--- config.mk ---
export PLATFORM = sky130hd
export DESIGN_NAME = issue_stage
export DESIGN_NICKNAME = d
export VERILOG_FILES = /design/src/common/issue_pkg.sv /design/src/fu_fifo/fu_fifo.sv /design/src/source/issue_stage.sv /design/src/source/issue_steer.sv
export VERILOG_INCLUDE_DIRS = /design/src /design/src/common
export SDC_FILE = /design/constraint.sdc
export NUM_CORES = 2
export LEC_CHECK = 0
export BUFFER_PORTS_ARGS = -buffer_cell sky130_fd_sc_hd__buf_4
export CORE_ASPECT_RATIO = 0.7
export CORE_MARGIN = 3
export CORE_UTILIZATION = 35
export CTS_CLUSTER_DIAMETER = 50
export DETAILED_ROUTE_END_ITERATION = 16
export PLACE_DENSITY = 0.58
export SYNTH_ARGS = -nofsm -noshare
export SYNTH_HDL_FRONTEND = slang
export SYNTH_SLANG_ARGS = --single-unit
--- constraint.sdc ---
create_clock -name clk -period 29.1 [get_ports clk]
set_input_delay 4.365 -clock clk [delete_from_list [all_inputs] [get_ports clk]]
set_output_delay 4.365 -clock clk [all_outputs]
set_load 0.05 [all_outputs]
--- src/common/issue_params.svh ---
// ========================================
// Issue stage sizing macros
// Queue depth, lane count, unit count
// ========================================
`ifndef ISSUE_PARAMS_SVH
`define ISSUE_PARAMS_SVH

// Entries held by each unit FIFO
`define ISSUE_FIFO_DEPTH 4

// Issue lanes per cycle, also the free-slot ceiling
`define ISSUE_WIDTH 2

// ALU0, ALU1, ALU2, MUL, LOAD, BRANCH
`define ISSUE_FU_NUM 6

`endif

--- src/common/issue_pkg.sv ---
// ========================================
// Issue stage shared types
// Instruction union, packet, unit classes
// ========================================
`include "issue_params.svh"

package issue_pkg;

    // ========================================
    // Instruction word
    // ========================================
    // R-type layout, funct7 valid for OP
    typedef struct packed {
        logic [6:0] funct7;
        logic [4:0] rs2;
        logic [4:0] rs1;
        logic [2:0] funct3;
        logic [4:0] rd;
        logic [6:0] opcode;
    } r_view_t;

    // I-type layout, upper bits are immediate
    typedef struct packed {
        logic [11:0] imm12;
        logic [4:0]  rs1;
        logic [2:0]  funct3;
        logic [4:0]  rd;
        logic [6:0]  opcode;
    } i_view_t;

    // Same 32 bits seen both ways
    typedef union packed {
        r_view_t r_view;
        i_view_t i_view;
    } instr_word_u;

    // Major opcodes the steerer cares about
    localparam logic [6:0] OPC_LOAD   = 7'b0000011;
    localparam logic [6:0] OPC_OP_IMM = 7'b0010011;
    localparam logic [6:0] OPC_OP     = 7'b0110011;
    localparam logic [6:0] OPC_BRANCH = 7'b1100011;

    // M-extension marker in funct7
    localparam logic [6:0] FUNCT7_MULDIV = 7'b0000001;

    // ========================================
    // Packet and unit classes
    // ========================================
    // 69 bits: pc, ROB tag, instruction
    typedef struct packed {
        logic [31:0] pc;
        logic [4:0]  rob_tag;
        instr_word_u instr;
    } issue_packet_t;

    typedef enum logic [1:0] {
        CLASS_ALU,
        CLASS_MUL,
        CLASS_LOAD,
        CLASS_BRANCH
    } fu_class_e;

    // Unit FIFO positions
    localparam int FU_ALU0   = 0;
    localparam int FU_ALU1   = 1;
    localparam int FU_ALU2   = 2;
    localparam int FU_MUL    = 3;
    localparam int FU_LOAD   = 4;
    localparam int FU_BRANCH = 5;

    // Saturated free-slot count, 0 to ISSUE_WIDTH
    typedef logic [$clog2(`ISSUE_WIDTH+1)-1:0] slot_cnt_t;

endpackage

--- src/fu_fifo/fu_fifo.sv ---
// ========================================
// Per-unit issue FIFO
// Circular buffer, combinational head read
// ========================================
`timescale 1ns/1ns
`include "issue_params.svh"

module fu_fifo
    import issue_pkg::*;
#(
    parameter int unsigned DEPTH = `ISSUE_FIFO_DEPTH
)(
    input  logic          clk,
    input  logic          reset,

    // ========================================
    // Steerer side
    // ========================================
    // Write strobe arrives only when a slot is free
    input  logic          wr_en_i,
    input  issue_packet_t wr_pkt_i,
    output slot_cnt_t     free_slots_o,

    // ========================================
    // Functional unit side
    // ========================================
    input  logic          rd_en_i,
    output issue_packet_t rd_pkt_o,
    output logic          empty_o
);

    localparam int unsigned PTR_W = (DEPTH > 1) ? $clog2(DEPTH) : 1;
    localparam int unsigned CNT_W = $clog2(DEPTH + 1);

    // Storage
    issue_packet_t mem [DEPTH];

    // Head is next read, tail is next write
    logic [PTR_W-1:0] head;
    logic [PTR_W-1:0] tail;
    logic [CNT_W-1:0] count;
    logic [CNT_W-1:0] free_raw;
    logic             rd_valid;

    // Pop only when something is there
    assign empty_o  = (count == '0);
    assign rd_valid = rd_en_i && !empty_o;

    // Free space clipped to the lane count
    assign free_raw     = CNT_W'(DEPTH) - count;
    assign free_slots_o = (free_raw >= CNT_W'(`ISSUE_WIDTH)) ? slot_cnt_t'(`ISSUE_WIDTH)
                                                             : slot_cnt_t'(free_raw);

    // ========================================
    // Pointers and occupancy
    // ========================================
    always_ff @(posedge clk or posedge reset) begin
        if (reset) begin
            head  <= '0;
            tail  <= '0;
            count <= '0;
        end else begin
            if (wr_en_i) begin
                // Wrap at DEPTH, works for any depth
                tail <= (tail == PTR_W'(DEPTH - 1)) ? '0 : tail + 1'b1;
            end
            if (rd_valid) begin
                head <= (head == PTR_W'(DEPTH - 1)) ? '0 : head + 1'b1;
            end
            // Read plus write leaves count alone
            case ({wr_en_i, rd_valid})
                2'b10:   count <= count + 1'b1;
                2'b01:   count <= count - 1'b1;
                default: count <= count;
            endcase
        end
    end

    // ========================================
    // Payload
    // ========================================
    always_ff @(posedge clk) begin
        if (wr_en_i) begin
            mem[tail] <= wr_pkt_i;
        end
    end

    // Head visible during the read strobe, zero otherwise
    assign rd_pkt_o = rd_valid ? mem[head] : '0;

endmodule

--- src/source/issue_stage.sv ---
// ========================================
// Issue stage top level
// Steering block and six unit FIFOs
// ========================================
`timescale 1ns/1ns
`include "issue_params.svh"

module issue_stage
    import issue_pkg::*;
(
    input  logic                              clk,
    input  logic                              reset,

    // Issue lanes
    input  logic          [`ISSUE_WIDTH-1:0]  lane_valid_i,
    input  issue_packet_t [`ISSUE_WIDTH-1:0]  lane_pkt_i,
    output logic          [`ISSUE_WIDTH-1:0]  lane_accept_o,

    // Functional unit pull side
    input  logic          [`ISSUE_FU_NUM-1:0] fu_rd_en_i,
    output issue_packet_t [`ISSUE_FU_NUM-1:0] fu_pkt_o,
    output logic          [`ISSUE_FU_NUM-1:0] fu_empty_o
);

    // Steerer to FIFO wiring
    logic          [`ISSUE_FU_NUM-1:0] fu_wr_en;
    issue_packet_t [`ISSUE_FU_NUM-1:0] fu_wr_pkt;
    slot_cnt_t     [`ISSUE_FU_NUM-1:0] fu_free_slots;

    issue_steer steer_i (
        .lane_valid_i    (lane_valid_i),
        .lane_pkt_i      (lane_pkt_i),
        .fu_free_slots_i (fu_free_slots),
        .lane_accept_o   (lane_accept_o),
        .fu_wr_en_o      (fu_wr_en),
        .fu_wr_pkt_o     (fu_wr_pkt)
    );

    // ALU0..2, MUL, LOAD, BRANCH in index order
    for (genvar u = 0; u < `ISSUE_FU_NUM; u++) begin : g_fifo
        fu_fifo #(
            .DEPTH (`ISSUE_FIFO_DEPTH)
        ) fifo_i (
            .clk          (clk),
            .reset        (reset),
            .wr_en_i      (fu_wr_en[u]),
            .wr_pkt_i     (fu_wr_pkt[u]),
            .free_slots_o (fu_free_slots[u]),
            .rd_en_i      (fu_rd_en_i[u]),
            .rd_pkt_o     (fu_pkt_o[u]),
            .empty_o      (fu_empty_o[u])
        );
    end

endmodule

--- src/source/issue_steer.sv ---
// ========================================
// Issue steering
// Decode, ALU balancing, lane arbitration
// ========================================
`timescale 1ns/1ns
`include "issue_params.svh"

module issue_steer
    import issue_pkg::*;
(
    // Lanes from the issuing logic
    input  logic          [`ISSUE_WIDTH-1:0]  lane_valid_i,
    input  issue_packet_t [`ISSUE_WIDTH-1:0]  lane_pkt_i,

    // Room reported by each unit FIFO
    input  slot_cnt_t     [`ISSUE_FU_NUM-1:0] fu_free_slots_i,

    // Same-cycle accept back to the lanes
    output logic          [`ISSUE_WIDTH-1:0]  lane_accept_o,

    // Write side of the unit FIFOs
    output logic          [`ISSUE_FU_NUM-1:0] fu_wr_en_o,
    output issue_packet_t [`ISSUE_FU_NUM-1:0] fu_wr_pkt_o
);

    // ========================================
    // Per-lane decode
    // ========================================
    fu_class_e                                  lane_class [`ISSUE_WIDTH];
    // One-hot target unit of each lane
    logic      [`ISSUE_WIDTH-1:0][`ISSUE_FU_NUM-1:0] lane_tgt;
    // Units actually written by each lane
    logic      [`ISSUE_WIDTH-1:0][`ISSUE_FU_NUM-1:0] lane_wr;
    logic      [`ISSUE_FU_NUM-1:0]              fu_has_room;
    slot_cnt_t [2:0]                            alu_slots;

    // Funct7 only read through the R view
    function automatic fu_class_e decode_class(input instr_word_u instr);
        fu_class_e cls;
        cls = CLASS_ALU;
        case (instr.r_view.opcode)
            OPC_LOAD:   cls = CLASS_LOAD;
            OPC_BRANCH: cls = CLASS_BRANCH;
            OPC_OP: begin
                if (instr.r_view.funct7 == FUNCT7_MULDIV) begin
                    cls = CLASS_MUL;
                end
            end
            // OP-IMM and the rest are plain ALU work
            default:    cls = CLASS_ALU;
        endcase
        return cls;
    endfunction

    // Most free slots wins, ties to the lowest index
    function automatic logic [2:0] pick_alu(
        input slot_cnt_t [2:0] slots,
        input logic      [2:0] avail
    );
        logic [2:0] pick;
        slot_cnt_t  best;
        pick = '0;
        best = '0;
        for (int k = 0; k < 3; k++) begin
            if (avail[k] && ((pick == '0) || (slots[k] > best))) begin
                pick    = '0;
                pick[k] = 1'b1;
                best    = slots[k];
            end
        end
        return pick;
    endfunction

    always_comb begin
        for (int l = 0; l < `ISSUE_WIDTH; l++) begin
            lane_class[l] = decode_class(lane_pkt_i[l].instr);
        end
    end

    // ALU group view of the free-slot reports
    assign alu_slots[0] = fu_free_slots_i[FU_ALU0];
    assign alu_slots[1] = fu_free_slots_i[FU_ALU1];
    assign alu_slots[2] = fu_free_slots_i[FU_ALU2];

    always_comb begin
        for (int u = 0; u < `ISSUE_FU_NUM; u++) begin
            fu_has_room[u] = (fu_free_slots_i[u] != '0);
        end
    end

    // ========================================
    // Arbitration, lane 0 first
    // ========================================
    always_comb begin
        logic [`ISSUE_FU_NUM-1:0] taken;
        logic [2:0]               alu_oh;
        taken         = '0;
        lane_tgt      = '0;
        lane_wr       = '0;
        lane_accept_o = '0;
        for (int l = 0; l < `ISSUE_WIDTH; l++) begin
            // Skip ALUs already claimed by an earlier lane
            alu_oh = pick_alu(alu_slots, ~{taken[FU_ALU2], taken[FU_ALU1], taken[FU_ALU0]});
            case (lane_class[l])
                CLASS_MUL:    lane_tgt[l][FU_MUL]    = 1'b1;
                CLASS_LOAD:   lane_tgt[l][FU_LOAD]   = 1'b1;
                CLASS_BRANCH: lane_tgt[l][FU_BRANCH] = 1'b1;
                default: begin
                    lane_tgt[l][FU_ALU0] = alu_oh[0];
                    lane_tgt[l][FU_ALU1] = alu_oh[1];
                    lane_tgt[l][FU_ALU2] = alu_oh[2];
                end
            endcase
            // Target must have room and be free this cycle
            lane_accept_o[l] = lane_valid_i[l] && |(lane_tgt[l] & fu_has_room & ~taken);
            if (lane_accept_o[l]) begin
                lane_wr[l] = lane_tgt[l];
                taken      = taken | lane_tgt[l];
            end
        end
    end

    // ========================================
    // Write strobes and packet routing
    // ========================================
    always_comb begin
        fu_wr_en_o  = '0;
        fu_wr_pkt_o = '0;
        for (int l = 0; l < `ISSUE_WIDTH; l++) begin
            fu_wr_en_o = fu_wr_en_o | lane_wr[l];
            for (int u = 0; u < `ISSUE_FU_NUM; u++) begin
                // At most one lane hits a given unit
                if (lane_wr[l][u]) begin
                    fu_wr_pkt_o[u] = lane_pkt_i[l];
                end
            end
        end
    end

endmodule

==> impl_metrics.tcl <==
set metrics [dict create \
    outcome "finished clean" \
    powerDensity_mw_per_mm2 141 \
    grtUsageTotal_pct 21.5 \
    tritoncts "built" \
    tightest_slew_ns 1.11 \
    grt-ovfl-total 0 \
    synth_fa_ha_area_share_pct 1.26 \
    hold_violations 0 \
    die_h_um 380 \
    crit_end "lane_accept_o[1]" \
    finalSetupTns_ns 0 \
    dr.first_iter.drc_count 4441 \
    nets 4360 \
    critPathArrivalTime_ns 10.44 \
    synth_top_family_by_area "multiplexers" \
    dp_cells 6581 \
    path_max_fanout 12 \
    rsz0062_at_grt "no" \
    yosys.area_share.simple_pct 4.82 \
    post-route-period-util_pct 50.9 \
    p_leak_uw 0.0299 \
    relSlewSlack_pct 25.8 \
    maxCapViolCount 0 \
    routedWlPerCell_um 32.5 \
    ctsHoldBuffers 0 \
    synth.area.mux_share_pct 13.8 \
    grt_pass1_vias 38200 \
    hpwl_um 149000 \
    rrSetupSlack_ns 19.23 \
    ys_warn_count 0 \
    synth_most_common_cell "edfxtp_1" \
    worst_r2r_path_depth 31 \
    slew_violations 0 \
    fin_area_sq_mm 0.0833 \
    vias_per_cell 5.53 \
    syn-cell-area_sq_mm 0.0699 \
    htreeDepth 4 \
    syn_to_final_growth_pct 19.2 \
    initial_core_util_pct 35.4 \
    synth_compound_area_share_pct 5.42 \
    io_buffers 569 \
    rows 136 \
    core_sq_mm 0.197 \
    max_freq_mhz 67.5 \
    placed_area_sq_mm 0.0774 \
    clkSinkCount 1698 \
    dieArea_sq_mm 0.205 \
    synth_cell_type_count 73 \
    vias 38300 \
    endpoint_kind "output port" \
    drtAntennaViolNets 0 \
    n_fill_cell 17300 \
    avgSynthCellArea_sq_um 20.0 \
    synth_edf_count 1656 \
    synth-xor-area-share_pct 0.251 \
    gp_congestion 0.864 \
    antenna_found_initial 23 \
    cts_made_buffers 184 \
    startpoint_type "primary input" \
    synthTopCellsByArea "edfxtp_1 71%, mux4_2 13%, a22o_1 4.8%" \
    pin_count 570 \
    grt_pass1_wl_um 310000 \
    worstSetupPathType "primary input to output port" \
    p_total_uw 11800 \
    synth_commonest_cells "1656 x edfxtp_1, 428 x and2_1, 414 x mux4_2" \
    skew_ns 0.0388 \
    worstReg2RegEnd "g_fifo[0].fifo_i.mem[1][39]" \
    ys.flop_type "edfxtp_1" \
    grt_max_degree 73 \
    synth_top_area_share_pct 71.1 \
    fin_util_pct 42.2 \
    post_cts_resized 0 \
    cts_buffer_depth 3 \
    routed_wl_um 225000 \
    root_buffer "clkbuf_16" \
    fp.dieW_um 540 \
    worst_hold_path_type "register to register" \
    drc 0 \
    seq_area_frac_synth_pct 72.6 \
    path_clk_slew_ns 0.06 \
    ir_worst_vdd_uv 197 \
    synth_cells 3492 \
    cts_setup_buffers 0 \
    synth_top_cell_by_area "edfxtp_1" \
    startpoint "lane_pkt_i[26]" \
    ys_ff_latch 1698 \
    synthArstFlopShare_pct 2.47 \
    setup_viol 0 \
    crit_required_ns 24.73 \
    drt-pass1-iter-count 8 \
    r2r-start "g_fifo[1].fifo_i.count[0]" \
    drive_above_1_share_pct 33.1 \
    fin_crit_ns 14.81 \
    clkLatencyLatePin_ns 0.82 \
    instances_no_fill 6928 \
]
-- metrics by stage --
| stage | hold slack (ns) | worst slack, ns |
|---|---|---|
| 2_1_floorplan | 0.460 | 15.62 |
| 3_3_place_gp | 0.478 | 14.54 |
| 3_5_place_dp | 0.486 | 14.48 |
| 4_1_cts | 0.498 | 14.46 |
| 5_1_grt | 0.529 | 14.09 |
| 6_report | 0.499 | 14.29 |
-- placed cells by master (no fill, tap or decap), drive strengths merged, types with 6 or more instances in the layout --
cell	netlist	routed
buf	91	642
and2	429	429
nand3	8	8
mux2	21	21
a21oi	8	8
bufinv	0	10
diode	0	7
nand2	12	12
clkinvlp	0	7
nor2b	23	23
nor2	31	31
clkbuf	151	220
xnor2	14	14
edfxtp	1656	1656
mux4	414	414
dfrtp	42	42
ha	61	61
clkinv	0	82
conb	1	68
fa	6	6
o21ai	16	16
xor2	6	6
a22o	385	385
inv	50	71
mux2i	6	6
-- per-layer routing --
layer  GRT usage (%)  up-vias  share of wire (%)
li1                -    15600                  -
met1            31.2    20600                 43
met2            31.9     1800                 45
met3            5.94      297                9.5
met4            5.59        6                2.6
met5               0        -              0.021
-- worst min-delay path by stage --
| stage | from | cells after the start | endpoint | slack (ns) |
|---|---|---|---|---|
| floorplan | g_fifo[3].fifo_i.count[0] | 1 | g_fifo[3].fifo_i.count[0] | 0.46 |
| detailed placement | g_fifo[3].fifo_i.count[0] | 1 | g_fifo[3].fifo_i.count[0] | 0.49 |
| CTS | g_fifo[3].fifo_i.count[0] | 1 | g_fifo[3].fifo_i.count[0] | 0.50 |
| global route | g_fifo[5].fifo_i.count[0] | 1 | g_fifo[5].fifo_i.count[0] | 0.53 |
| global placement | g_fifo[3].fifo_i.count[0] | 1 | g_fifo[3].fifo_i.count[0] | 0.48 |
| finish | g_fifo[3].fifo_i.count[0] | 1 | g_fifo[3].fifo_i.count[0] | 0.50 |
-- cell type report --
cell class / instances / area, sq um / share of cell area, %
Multi-Input combinational cell: 1569 / 18300 / 22.0
Inverter: 50 / 188 / 0.225
Clock inverter: 120 / 1140 / 1.37
Timing Repair Buffer: 642 / 4820 / 5.78
Sequential cell: 1698 / 50800 / 61.0
Tap cell: 2622 / 3280 / 3.94
Clock buffer: 220 / 4740 / 5.69
Antenna cell: 7 / 17.5 / 0.0210
-- flip-flops by register name, indices dropped and copies added (netlist names) --
name	flops
g_fifo.fifo_i.mem	1656
g_fifo.fifo_i.count	18
g_fifo.fifo_i.head	12
g_fifo.fifo_i.tail	12
-- logic make-up after synthesis --
| group | Yosys count |
|---|---|
| DFF | 1698 |
| and+or+nand+nor | 538 |
| muxes | 441 |
| AOI/OAI and AO/OA | 435 |
| buffers and inverters | 292 |
| adders and majority gates | 67 |
| xor gates and xnor gates | 20 |
| other | 1 |
-- critical path, stage by stage --
cell and delay [ns]:
buf_4 0.14, nor4b_2 0.81, a32o_2 0.37, a211o_2 0.28
o21ai_0 0.17, ha_1 0.33, nor2b_1 0.14, o21ai_0 0.43
nand2_1 0.16, a211oi_1 0.38, a211oi_4 0.10, nor2_1 0.13
a21oi_1 0.06, ha_1 0.32, nor2b_1 0.14, o21ai_1 0.53
o221a_2 0.29, o211ai_1 0.08, nor4_1 0.46, o2bb2ai_2 0.41
buf_4 0.33
-- report_power, final --
part / internal, uW / switching, uW / total [uW]
clock network: 1270 / 1010 / 2280
registers: 4090 / 304 / 4400
logic: 1650 / 3430 / 5080
Power figures use the tool's default switching activity.
